==> src/hw/mdu_pkg.sv <==
/*
 * Shared types for the multiply/divide execution pipe: widths, op encoding,
 * the issued micro-op, unit request/response structs and the writeback word.
 */
package mdu_pkg;

  // ==========================================================================
  // widths
  // ==========================================================================
  localparam int XLEN    = 32;  // operand / result width
  localparam int PDEST_W = 6;   // physical dest tag
  localparam int ROB_W   = 5;   // rob index

  // op encoding, signedness travels separately
  typedef enum logic [1:0] {
    MDU_MUL  = 2'd0,  // low product word
    MDU_MULH = 2'd1,  // high product word
    MDU_DIV  = 2'd2,  // quotient
    MDU_MOD  = 2'd3   // remainder
  } mdu_op_e;

  // ==========================================================================
  // issued micro-op
  // ==========================================================================
  typedef struct packed {
    mdu_op_e op;
    logic    signed_op;  // 1: operands are two's complement
  } mdu_oc_t;

  typedef struct packed {
    logic               valid;
    logic [XLEN-1:0]    src0;
    logic [XLEN-1:0]    src1;
    logic               pdest_valid;  // write enable
    logic [PDEST_W-1:0] pdest;
    logic [ROB_W-1:0]   rob_idx;
  } exe_base_t;

  typedef struct packed {
    exe_base_t base;
    mdu_oc_t   oc;
  } mdu_exe_t;

  // ==========================================================================
  // unit interfaces
  // ==========================================================================
  typedef struct packed {
    logic            valid;
    logic            mul_signed;
    logic [XLEN-1:0] multiplicand;
    logic [XLEN-1:0] multiplier;
  } mult_req_t;

  typedef struct packed {
    logic            ready;   // idle, can take a request
    logic            valid;   // result held until consume
    logic [XLEN-1:0] res_lo;
    logic [XLEN-1:0] res_hi;
  } mult_rsp_t;

  typedef struct packed {
    logic            valid;
    logic            div_signed;
    logic [XLEN-1:0] dividend;
    logic [XLEN-1:0] divisor;
  } div_req_t;

  typedef struct packed {
    logic            ready;
    logic            valid;
    logic [XLEN-1:0] quotient;
    logic [XLEN-1:0] remainder;
  } div_rsp_t;

  // ==========================================================================
  // writeback
  // ==========================================================================
  typedef struct packed {
    logic               valid;
    logic               we;
    logic [PDEST_W-1:0] pdest;
    logic [XLEN-1:0]    wdata;
    logic [ROB_W-1:0]   rob_idx;
  } wb_base_t;

  typedef struct packed {
    wb_base_t base;
  } mdu_wb_t;

endpackage
==> src/hw/mdu_top.sv <==
/*
 * Top level of the multiply/divide pipe. Fixes the multiplier depth and
 * exposes the issue and writeback handshakes to the surrounding core.
 */
`timescale 1ns/1ps

module mdu_top #(
  parameter int MULT_STAGES = 3  // multiplier depth, 1 to 4
) (
  input  logic              clk,
  input  logic              rst_n,
  input  logic              flush_i,     // one-cycle pulse, kills in-flight op

  // issue side
  input  mdu_pkg::mdu_exe_t exe_i,
  output logic              ready_o,

  // commit side
  output mdu_pkg::mdu_wb_t  wb_o,
  input  logic              wb_ready_i
);

  // ==========================================================================
  // execution pipe
  // ==========================================================================
  mdu_pipe #(
    .MULT_STAGES (MULT_STAGES)
  ) i_mdu_pipe (
    .clk        (clk),
    .rst_n      (rst_n),
    .flush_i    (flush_i),
    .exe_i      (exe_i),
    .ready_o    (ready_o),
    .wb_o       (wb_o),
    .wb_ready_i (wb_ready_i)
  );

endmodule

==> src/hw/mdu_pipe.sv <==
/*
 * Two-stage control for the multiply/divide pipe. Stage 1 latches the issued
 * micro-op, dispatches it to one unit, waits for the response and holds the
 * selected result word until the commit side takes it.
 */
`timescale 1ns/1ps

module mdu_pipe #(
  parameter int MULT_STAGES = 3
) (
  input  logic              clk,
  input  logic              rst_n,
  input  logic              flush_i,
  input  mdu_pkg::mdu_exe_t exe_i,
  output logic              ready_o,
  output mdu_pkg::mdu_wb_t  wb_o,
  input  logic              wb_ready_i
);

  typedef enum logic {
    S_IDLE,  // nothing outstanding at a unit
    S_WAIT   // request taken, waiting on rsp.valid
  } pipe_state_e;

  pipe_state_e state_q;

  logic                    s1_vld_q;   // stage 1 occupied
  mdu_pkg::mdu_exe_t       s1_q;       // latched micro-op, payload only
  logic                    res_vld_q;  // result word captured
  logic [mdu_pkg::XLEN-1:0] res_q;

  logic is_mul;      // op goes to the multiplier
  logic dispatch;    // stage 1 still needs a unit
  logic req_fire;    // unit took the request
  logic unit_done;   // selected unit has its result
  logic wb_fire;     // writeback handshake
  logic accept;      // issue handshake

  mdu_pkg::mult_req_t mult_req;
  mdu_pkg::mult_rsp_t mult_rsp;
  mdu_pkg::div_req_t  div_req;
  mdu_pkg::div_rsp_t  div_rsp;

  // ==========================================================================
  // stage 0: handshake
  // ==========================================================================
  assign wb_fire = wb_o.base.valid & wb_ready_i;
  // free slot, or slot drains this cycle; nothing enters during flush
  assign ready_o = (~s1_vld_q | wb_fire) & ~flush_i;
  assign accept  = exe_i.base.valid & ready_o;

  // ==========================================================================
  // stage 1: latch, dispatch, wait
  // ==========================================================================
  always_ff @(posedge clk or negedge rst_n) begin
    if (!rst_n) begin
      s1_vld_q <= 1'b0;
    end else if (flush_i) begin
      s1_vld_q <= 1'b0;
    end else if (ready_o) begin
      s1_vld_q <= exe_i.base.valid;  // empty slot if nothing issued
    end
  end

  always_ff @(posedge clk) begin
    if (accept) begin
      s1_q <= exe_i;
    end
  end

  assign is_mul   = (s1_q.oc.op == mdu_pkg::MDU_MUL) | (s1_q.oc.op == mdu_pkg::MDU_MULH);
  assign dispatch = s1_vld_q & ~res_vld_q & (state_q == S_IDLE);

  always_comb begin
    mult_req.valid        = dispatch & is_mul;
    mult_req.mul_signed   = s1_q.oc.signed_op;
    mult_req.multiplicand = s1_q.base.src0;
    mult_req.multiplier   = s1_q.base.src1;

    div_req.valid      = dispatch & ~is_mul;
    div_req.div_signed = s1_q.oc.signed_op;
    div_req.dividend   = s1_q.base.src0;
    div_req.divisor    = s1_q.base.src1;
  end

  assign req_fire  = (mult_req.valid & mult_rsp.ready) | (div_req.valid & div_rsp.ready);
  assign unit_done = is_mul ? mult_rsp.valid : div_rsp.valid;

  always_ff @(posedge clk or negedge rst_n) begin
    if (!rst_n) begin
      state_q   <= S_IDLE;
      res_vld_q <= 1'b0;
    end else if (flush_i) begin
      state_q   <= S_IDLE;  // units drop their work the same edge
      res_vld_q <= 1'b0;
    end else begin
      case (state_q)
        S_IDLE: if (req_fire) state_q <= S_WAIT;
        S_WAIT: if (unit_done) state_q <= S_IDLE;
        default: state_q <= S_IDLE;
      endcase
      if (wb_fire) begin
        res_vld_q <= 1'b0;
      end else if (state_q == S_WAIT && unit_done) begin
        res_vld_q <= 1'b1;  // held until the commit side takes it
      end
    end
  end

  // op picks the response word
  always_ff @(posedge clk) begin
    if (state_q == S_WAIT && unit_done) begin
      case (s1_q.oc.op)
        mdu_pkg::MDU_MUL:  res_q <= mult_rsp.res_lo;
        mdu_pkg::MDU_MULH: res_q <= mult_rsp.res_hi;
        mdu_pkg::MDU_DIV:  res_q <= div_rsp.quotient;
        default:           res_q <= div_rsp.remainder;
      endcase
    end
  end

  // everything on wb_o comes from registers, so it holds under back-pressure
  always_comb begin
    wb_o.base.valid   = s1_vld_q & res_vld_q;
    wb_o.base.we      = s1_q.base.pdest_valid;
    wb_o.base.pdest   = s1_q.base.pdest;
    wb_o.base.wdata   = res_q;
    wb_o.base.rob_idx = s1_q.base.rob_idx;
  end

  // ==========================================================================
  // units
  // ==========================================================================
  mdu_multiplier #(
    .MULT_STAGES (MULT_STAGES)
  ) i_mdu_multiplier (
    .clk       (clk),
    .rst_n     (rst_n),
    .flush_i   (flush_i),
    .req_i     (mult_req),
    .consume_i (wb_fire),  // idle unit ignores it
    .rsp_o     (mult_rsp)
  );

  mdu_divider i_mdu_divider (
    .clk       (clk),
    .rst_n     (rst_n),
    .flush_i   (flush_i),
    .req_i     (div_req),
    .consume_i (wb_fire),
    .rsp_o     (div_rsp)
  );

  // writeback word frozen while the commit side stalls
  a_wb_stable: assert property (@(posedge clk) disable iff (!rst_n)
    (wb_o.base.valid && !wb_ready_i && !flush_i) |=> $stable(wb_o));

  // at most one unit holds an accepted request at any time
  a_one_req: assert property (@(posedge clk) disable iff (!rst_n)
    mult_rsp.ready || div_rsp.ready);

endmodule

==> src/hw/mdu_divider.sv <==
/*
 * Radix-2 restoring divider. One prep cycle for magnitudes and signs,
 * 32 shift-subtract steps, one fix-up cycle; result held until consumed.
 */
`timescale 1ns/1ps

module mdu_divider (
  input  logic              clk,
  input  logic              rst_n,
  input  logic              flush_i,
  input  mdu_pkg::div_req_t req_i,
  input  logic              consume_i,
  output mdu_pkg::div_rsp_t rsp_o
);

  localparam int XLEN = mdu_pkg::XLEN;

  typedef enum logic [2:0] {
    D_IDLE,  // ready for a request
    D_PREP,  // magnitudes, signs, special cases
    D_ITER,  // 32 shift-subtract steps
    D_FIX,   // sign fix-up
    D_DONE   // result held
  } div_state_e;

  div_state_e      state_q;
  logic [5:0]      cnt_q;     // iteration count, 0..32
  logic            accept;

  logic [XLEN-1:0] dvd_q;     // raw dividend, kept for div by zero
  logic [XLEN-1:0] dvs_q;     // raw divisor, then its magnitude
  logic [XLEN-1:0] quo_q;     // dividend bits shift out, quotient bits in
  logic [XLEN-1:0] rem_q;
  logic            sgn_q;
  logic            q_neg_q;
  logic            r_neg_q;
  logic            div0_q;
  logic            ovf_q;     // most negative / -1

  logic [XLEN-1:0] dvd_abs;
  logic [XLEN-1:0] dvs_abs;
  logic [XLEN:0]   rem_sh;    // partial remainder with next dividend bit
  logic [XLEN+1:0] diff;      // top bit is the borrow
  logic [XLEN-1:0] quo_fix;
  logic [XLEN-1:0] rem_fix;

  assign accept = req_i.valid & (state_q == D_IDLE);

  // ==========================================================================
  // datapath helpers
  // ==========================================================================
  always_comb begin
    dvd_abs = (sgn_q & dvd_q[XLEN-1]) ? -dvd_q : dvd_q;
    dvs_abs = (sgn_q & dvs_q[XLEN-1]) ? -dvs_q : dvs_q;

    rem_sh = {rem_q, quo_q[XLEN-1]};
    diff   = {1'b0, rem_sh} - {2'b00, dvs_q};

    // special cases override the sign fix
    if (div0_q) begin
      quo_fix = '1;
      rem_fix = dvd_q;
    end else if (ovf_q) begin
      quo_fix = {1'b1, {(XLEN-1){1'b0}}};
      rem_fix = '0;
    end else begin
      quo_fix = q_neg_q ? -quo_q : quo_q;
      rem_fix = r_neg_q ? -rem_q : rem_q;
    end
  end

  // ==========================================================================
  // control
  // ==========================================================================
  always_ff @(posedge clk or negedge rst_n) begin
    if (!rst_n) begin
      state_q <= D_IDLE;
      cnt_q   <= '0;
    end else if (flush_i) begin
      state_q <= D_IDLE;
      cnt_q   <= '0;
    end else begin
      case (state_q)
        D_IDLE: if (accept) state_q <= D_PREP;
        D_PREP: begin
          state_q <= D_ITER;
          cnt_q   <= '0;
        end
        D_ITER: begin
          cnt_q <= cnt_q + 6'd1;
          if (cnt_q == 6'd31) state_q <= D_FIX;  // last step
        end
        D_FIX:  state_q <= D_DONE;
        D_DONE: if (consume_i) state_q <= D_IDLE;
        default: state_q <= D_IDLE;
      endcase
    end
  end

  // ==========================================================================
  // datapath registers
  // ==========================================================================
  always_ff @(posedge clk) begin
    case (state_q)
      D_IDLE: begin
        if (accept) begin
          dvd_q <= req_i.dividend;
          dvs_q <= req_i.divisor;
          sgn_q <= req_i.div_signed;
        end
      end
      D_PREP: begin
        quo_q   <= dvd_abs;
        dvs_q   <= dvs_abs;
        rem_q   <= '0;
        q_neg_q <= sgn_q & (dvd_q[XLEN-1] ^ dvs_q[XLEN-1]);
        r_neg_q <= sgn_q & dvd_q[XLEN-1];  // remainder follows dividend
        div0_q  <= (dvs_q == '0);
        ovf_q   <= sgn_q & (dvd_q == {1'b1, {(XLEN-1){1'b0}}}) & (dvs_q == '1);
      end
      D_ITER: begin
        if (!diff[XLEN+1]) begin
          rem_q <= diff[XLEN-1:0];  // fits, keep the difference
          quo_q <= {quo_q[XLEN-2:0], 1'b1};
        end else begin
          rem_q <= rem_sh[XLEN-1:0];  // restore
          quo_q <= {quo_q[XLEN-2:0], 1'b0};
        end
      end
      D_FIX: begin
        quo_q <= quo_fix;
        rem_q <= rem_fix;
      end
      default: ;
    endcase
  end

  always_comb begin
    rsp_o.ready     = (state_q == D_IDLE);
    rsp_o.valid     = (state_q == D_DONE);
    rsp_o.quotient  = quo_q;
    rsp_o.remainder = rem_q;
  end

  a_cnt_range: assert property (@(posedge clk) disable iff (!rst_n)
    cnt_q <= 6'd32);

endmodule

==> src/hw/mdu_multiplier.sv <==
/*
 * Pipelined 33x33 signed multiplier. One operation in flight; the 64-bit
 * product is held in an output register until the pipe consumes it.
 */
`timescale 1ns/1ps

module mdu_multiplier #(
  parameter int MULT_STAGES = 3  // 1 to 4 register stages
) (
  input  logic               clk,
  input  logic               rst_n,
  input  logic               flush_i,
  input  mdu_pkg::mult_req_t req_i,
  input  logic               consume_i,  // writeback took the result
  output mdu_pkg::mult_rsp_t rsp_o
);

  localparam int XLEN = mdu_pkg::XLEN;

  logic signed [XLEN:0]     op_a;       // sign/zero extended
  logic signed [XLEN:0]     op_b;
  logic signed [2*XLEN+1:0] prod_full;  // 66 bits, top two unused
  logic                     accept;

  logic [2*XLEN-1:0]        stg_q [MULT_STAGES];
  logic [MULT_STAGES-1:0]   stg_vld_q;
  logic [2*XLEN-1:0]        res_q;
  logic                     res_vld_q;
  logic                     busy_q;     // from accept until consume

  // ==========================================================================
  // operand extension and product
  // ==========================================================================
  assign op_a      = {req_i.mul_signed & req_i.multiplicand[XLEN-1], req_i.multiplicand};
  assign op_b      = {req_i.mul_signed & req_i.multiplier[XLEN-1], req_i.multiplier};
  assign prod_full = op_a * op_b;

  assign accept = req_i.valid & ~busy_q;

  // ==========================================================================
  // stage registers
  // ==========================================================================
  always_ff @(posedge clk or negedge rst_n) begin
    if (!rst_n) begin
      stg_vld_q <= '0;
    end else if (flush_i) begin
      stg_vld_q <= '0;
    end else begin
      stg_vld_q[0] <= accept;
      for (int i = 1; i < MULT_STAGES; i++) begin
        stg_vld_q[i] <= stg_vld_q[i-1];
      end
    end
  end

  always_ff @(posedge clk) begin
    stg_q[0] <= prod_full[2*XLEN-1:0];  // low 64 bits are exact
    for (int i = 1; i < MULT_STAGES; i++) begin
      stg_q[i] <= stg_q[i-1];
    end
  end

  // ==========================================================================
  // held result
  // ==========================================================================
  always_ff @(posedge clk or negedge rst_n) begin
    if (!rst_n) begin
      busy_q    <= 1'b0;
      res_vld_q <= 1'b0;
    end else if (flush_i) begin
      busy_q    <= 1'b0;
      res_vld_q <= 1'b0;
    end else begin
      if (accept) begin
        busy_q <= 1'b1;
      end else if (consume_i) begin
        busy_q <= 1'b0;
      end
      if (stg_vld_q[MULT_STAGES-1]) begin
        res_vld_q <= 1'b1;
      end else if (consume_i) begin
        res_vld_q <= 1'b0;
      end
    end
  end

  always_ff @(posedge clk) begin
    if (stg_vld_q[MULT_STAGES-1]) begin
      res_q <= stg_q[MULT_STAGES-1];
    end
  end

  always_comb begin
    rsp_o.ready  = ~busy_q;
    rsp_o.valid  = res_vld_q;
    rsp_o.res_lo = res_q[XLEN-1:0];
    rsp_o.res_hi = res_q[2*XLEN-1:XLEN];
  end

  // a new op only ever starts on an empty pipe and empty result register
  a_no_accept_busy: assert property (@(posedge clk) disable iff (!rst_n)
    accept |-> (stg_vld_q == '0) && !res_vld_q);

endmodule

==> config.mk <==
export PLATFORM = sky130hd
export DESIGN_NAME = mdu_top
export DESIGN_NICKNAME = d
export VERILOG_FILES = /design/src/hw/mdu_pkg.sv /design/src/hw/mdu_top.sv /design/src/hw/mdu_pipe.sv /design/src/hw/mdu_divider.sv /design/src/hw/mdu_multiplier.sv
export SDC_FILE = /design/constraint.sdc
export NUM_CORES = 2
export LEC_CHECK = 0
export BUFFER_PORTS_ARGS = -buffer_cell sky130_fd_sc_hd__buf_2
export CAP_MARGIN = 15
export CORE_MARGIN = 1
export CORE_UTILIZATION = 71
export CTS_CLUSTER_DIAMETER = 100
export DETAILED_ROUTE_END_ITERATION = 8
export HOLD_SLACK_MARGIN = 0.06
export PLACE_DENSITY = 0.95
export RECOVER_POWER = 100
export SYNTH_ARGS = -nofsm -noshare
export SYNTH_HDL_FRONTEND = slang
export SYNTH_SLANG_ARGS = --single-unit
==> constraint.sdc <==
create_clock -name clk -period 17.58 [get_ports clk]
set_input_delay 4.395 -clock clk [delete_from_list [all_inputs] [get_ports clk]]
set_output_delay 4.395 -clock clk [all_outputs]
set_load 0.03 [all_outputs]
# After elaboration in Yosys (flattened, before gate mapping)
# Memory sizes are Yosys's and may differ from the RTL's. A register that Yosys moved wholly into a read port is not among the register bits.
# Index checks and enable logic that the tools add are counted.
# totals
elab_cells	130
ff_bits	261
inputBits	84
mem_count	1
ram_bits	192
# classes
n_eq_ne	16
n_mul	1
n_bitwise	27
addsub	6
muxes	38
reduce_logical	16
# memory_table
name	depth	width	rd	rd_clocked_by_memory_dff	write_ports	line_no	source
i_mdu_pipe.i_mdu_multiplier.stg_q	3	64	3	1	3	mdu_multiplier.sv:25	logic [2*XLEN-1:0] stg_q [MULT_STAGES];
# ops
cell	count
two-way mux 32 bit	10
case mux 32 bit (3 select lines)	3
negator 32 bit	4
equality test 32 bit, second input constant	2
multiplier 33 x 33 -> 64 bit	1
case mux 32 bit (2 select lines)	1
subtractor 33 x 32 -> 34 bit	1
zero test 32 bit	1
bitwise AND 1 bit	17
two-way mux 1 bit	15
two-way mux 3 bit	5
case mux 3 bit (5 select lines)	1
nonzero test 3 bit	5
case mux 6 bit (2 select lines)	1
!= test 4 bit, second input constant	2
adder 6 x 1 -> 6 bit, second input constant	1
equality test 3 x 2 -> 1 bit, second input constant	2
equality test 6 x 5 -> 1 bit, second input constant	1
two-way mux 6 bit	1
!= test 3 bit, second input constant	2
NOT 1 bit	6
AND reduction 2 bit	3
AND reduction 3 bit	2
!= test 2 bit, second input constant	2
12 further kinds	15

# Depth between registers and ports, before layout
# depth
word_depth	9
ltp_mapped	30
mapped_depth_nobuf	27

# Hierarchy
# A second synthesis with hierarchy kept.
# unflattened
cells_unflattened	5684
hier_area_um2	58144.5
# by_module_without_submodules
module	area_per_inst_um2	seq_area_each_um2	cells_per_inst	n_inst
mdu_multiplier	43449.2	5890.6	4376	1
mdu_divider	10271.1	4219.0	1125	1
mdu_pipe	4424.2	3408.3	183	1

# Worst setup path before layout
# Ideal clock, no wire load.
# synth_path
path_type	input to output
startpoint	input flush_i
endpoint	output ready_o
path_slack_ns	8.120
arrival_ns	5.065
required_ns	13.185
path_buffers	1
path_stages	2
path_cell_list	clkbuf_1 a21oi_1
# synth_between
elab_chain_cells	2
# synth_lines
element	line_no	source
from (decl)	mdu_top.sv:12	input logic flush_i,
NOT 1 bit	mdu_pipe.sv:49	assign ready_o = (~s1_vld_q | wb_fire) & ~flush_i;
bitwise AND 1 bit	mdu_pipe.sv:49	
to (decl)	mdu_top.sv:16	output logic ready_o,
# No other way between the ends.

==> flow_summary.json <==
{
  "die-area_um2": 83800,
  "grt_pass1_wl_um": 263000,
  "numClockSinks": 517,
  "start_util_pct": 71.6,
  "rsz0062_at_grt": "false",
  "setup_viol": 0,
  "synth-edff-count": 308,
  "ys_top_cells_by_area": "fa_1, edfxtp_1, inv_1, dfxtp_1, ha_1",
  "drt-pass1-iter-count": 7,
  "gp_congestion": 0.975,
  "crit_path_start_kind": "register",
  "ys.flop_type": "edfxtp_1",
  "reg2reg_depth": 26,
  "required_ns": 18.04,
  "tightest_slew_ns": 4.41,
  "synthesis.nets": 7226,
  "violations": "max-capacitance violations, max-slew violations",
  "synth_top_area_share_pct": 38.4,
  "io_pins": 130,
  "route.detailed.drc": 0,
  "cap_violations": 44,
  "layout_commonest_cell": "inv_1",
  "slowest_delay_ns": 1.11,
  "grt_max_degree": 66,
  "antenna_found_initial": 9,
  "period_needed_ns": 10.45,
  "clk_pin_slew_ns": 0.07,
  "hold_path_class": "register to register",
  "insertion_delay_ns": 0.64,
  "nets": 7196,
  "drt_iter0_drc": 5436,
  "path_buf_inv": 6,
  "avgSynthCellArea_um2": 10.2,
  "grt_usage_pct": 41.7,
  "drv_slew": 1594,
  "hold_path_startpoint": "i_mdu_pipe.i_mdu_multiplier.stg_q[0][31]$_DFF_P_",
  "holdWs_ns": 0.305,
  "finalCritPeriodShare_pct": 59.5,
  "h-tree-depth": 2,
  "holdPathStages": 0,
  "die_w_um": 289,
  "final_layout_size_suffix_gt1_share_pct": 4.58,
  "viasPerCell": 6.41,
  "finClkSkew_ns": 0.0290,
  "grtUsageMet3_pct": 13.6,
  "grt_pass1_vias": 48500,
  "cts_buffers": 53,
  "fmax_mhz": 95.7,
  "cp_common_cell": "fa_1",
  "area_delta_synth_final_pct": 5.16,
  "hold_viol": 0,
  "postCtsSetupRepairBufs": 0,
  "grt_use_met2_pct": 65.5,
  "port_buffers": 129,
  "slew_headroom_pct": -194,
  "cts_resized": 0,
  "setup.worst_path.class": "register to register",
  "wl_per_cell_um": 24.5,
  "reg2reg_slack_ns": 7.13,
  "cp_max_fo": 24,
  "hpwl_um": 120000,
  "std_cell_rows": 105,
  "synth_cells": 5766,
  "ys_warn_count": 0,
  "async_reset_ff_share_pct": 3.29,
  "synth_top_area_cell": "fa_1",
  "core_region_area_um2": 82000,
  "netlist_area_um2": 58700,
  "postCtsHoldBufs": 0,
  "end_kind": "register",
  "vias": 43900,
  "ant_nets": 0,
  "r2r_end": "i_mdu_pipe.i_mdu_multiplier.stg_q[0][61]$_DFF_P_",
  "ys_seq_area_share_pct": 23.0,
  "finalCoreUtilization_pct": 75.2,
  "ys_types": 79,
  "fp.dieH_um": 289,
  "grt_overflow": 0,
  "grt_use_met1_pct": 49.0,
  "layout_common_cells": "inv_1, fa_1, nand2_1, and2_1, edfxtp_1",
  "n_fill_cell": 4841,
  "r2r-start": "i_mdu_pipe.div_req[64]$_DFFE_PP_",
  "gr-max-usage-layer": "met2",
  "run_status": "finished, violations left",
  "totalWireLength_um": 168000,
  "crit_slowest_cell": "clkbuf_1",
  "critPathArrivalTime_ns": 10.91,
  "clk_path_buf_depth": 3,
  "hold_end": "i_mdu_pipe.i_mdu_multiplier.stg_q[1][31]$_DFF_P_",
  "root_buffer": "clkbuf_16",
  "cts_tree": "built",
  "ys_ff_latch": 517,
  "fin_tns_setup_ns": 0,
  "crit_family": "adder cells"
}
==> cells by family (layout without fill, tap and decap cells) <==
kind of cell / count (synthesis) / count (layout) / share of synthesized area [%]
compound gates: 575 / 575 / 6.33
xor+xnor: 198 / 198 / 2.96
fa+ha+maj: 1376 / 1376 / 43.8
buf+inv: 1473 / 1488 / 9.50
flops: 517 / 517 / 23.0
mux: 48 / 48 / 1.52
other cells: 0 / 1 / 0
simple gates: 1579 / 1579 / 12.9
==> sequential cells by signal (all words and copies together) (netlist names), 2 cells and up <==
register                               count
i_mdu_pipe.s1_q                            2
i_mdu_pipe.i_mdu_divider.rem_q            32
i_mdu_pipe.div_req                        65
i_mdu_pipe.wb_o                           12
i_mdu_pipe.i_mdu_divider.dvd_q            32
i_mdu_pipe.i_mdu_multiplier.stg_q        192
i_mdu_pipe.i_mdu_divider.cnt_q             6
i_mdu_pipe.i_mdu_divider.state_q           3
i_mdu_pipe.i_mdu_divider.quo_q            32
i_mdu_pipe.res_q                          32
i_mdu_pipe.i_mdu_divider.dvs_q            32
i_mdu_pipe.i_mdu_multiplier.stg_vld_q      3
i_mdu_pipe.i_mdu_multiplier.res_q         64
==> per-stage QoR <==
step | worst slack [ns] | cells | area, um^2
after global placement | 8.19 | 6749 | 60100
after floorplan | 8.12 | 5766 | 58700
after detailed placement | 8.15 | 6749 | 60100
after CTS | 8.15 | 6849 | 61900
final | 7.13 | 6852 | 61700
after global routing | 6.72 | 6851 | 61700
==> layer usage <==
metal | up-vias | share of wire [%]
met2 | 3728 | 46
li1 | 17700 | -
met3 | 1179 | 15
met5 | - | 0.070
met1 | 21300 | 31
met4 | 16 | 8.3
==> synthesized netlist by cell type, drive strengths merged, types with 29 or more instances <==
cell type  number
nor3           58
nor2          105
inv          1173
a21o           72
or3            29
nand2         801
mux4           32
a21oi         121
edfxtp        308
o21ai         163
fa           1126
xor2           59
dfxtp         192
a22oi          31
and2          390
nand3          45
ha            250
and3           36
clkbuf        280
xnor2         139
==> area by class of cell <==
cell class | count | area (um^2) | share of cell area (%)
Clock inverter | 28 | 269 | 0.436
Tap cell | 1070 | 1340 | 2.17
Multi-Input combinational cell | 3776 | 39500 | 64.1
Clock buffer | 72 | 1530 | 2.48
Inverter | 1173 | 4400 | 7.14
Antenna cell | 1 | 2.50 | 0.00406
Timing Repair Buffer | 215 | 1080 | 1.75
Sequential cell | 517 | 13500 | 21.9
==> worst max path at each step <==
| stage | startpoint | to | slack, ns | depth (start not counted) |
|---|---|---|---|---|
| after floorplan | flush_i | ready_o | 8.12 | 2 |
| after global placement | flush_i | ready_o | 8.19 | 3 |
| after detailed placement | flush_i | ready_o | 8.15 | 3 |
| after CTS | flush_i | ready_o | 8.15 | 3 |
| after global routing | i_mdu_pipe.div_req[64]$_DFFE_PP_ | i_mdu_pipe.i_mdu_multiplier.stg_q[0][61]$_DFF_P_ | 6.72 | 26 |
| final | i_mdu_pipe.div_req[64]$_DFFE_PP_ | i_mdu_pipe.i_mdu_multiplier.stg_q[0][61]$_DFF_P_ | 7.13 | 26 |
Power is not shown: default switching activity piles up to over one toggle a cycle in this logic, so the estimate is an artifact.
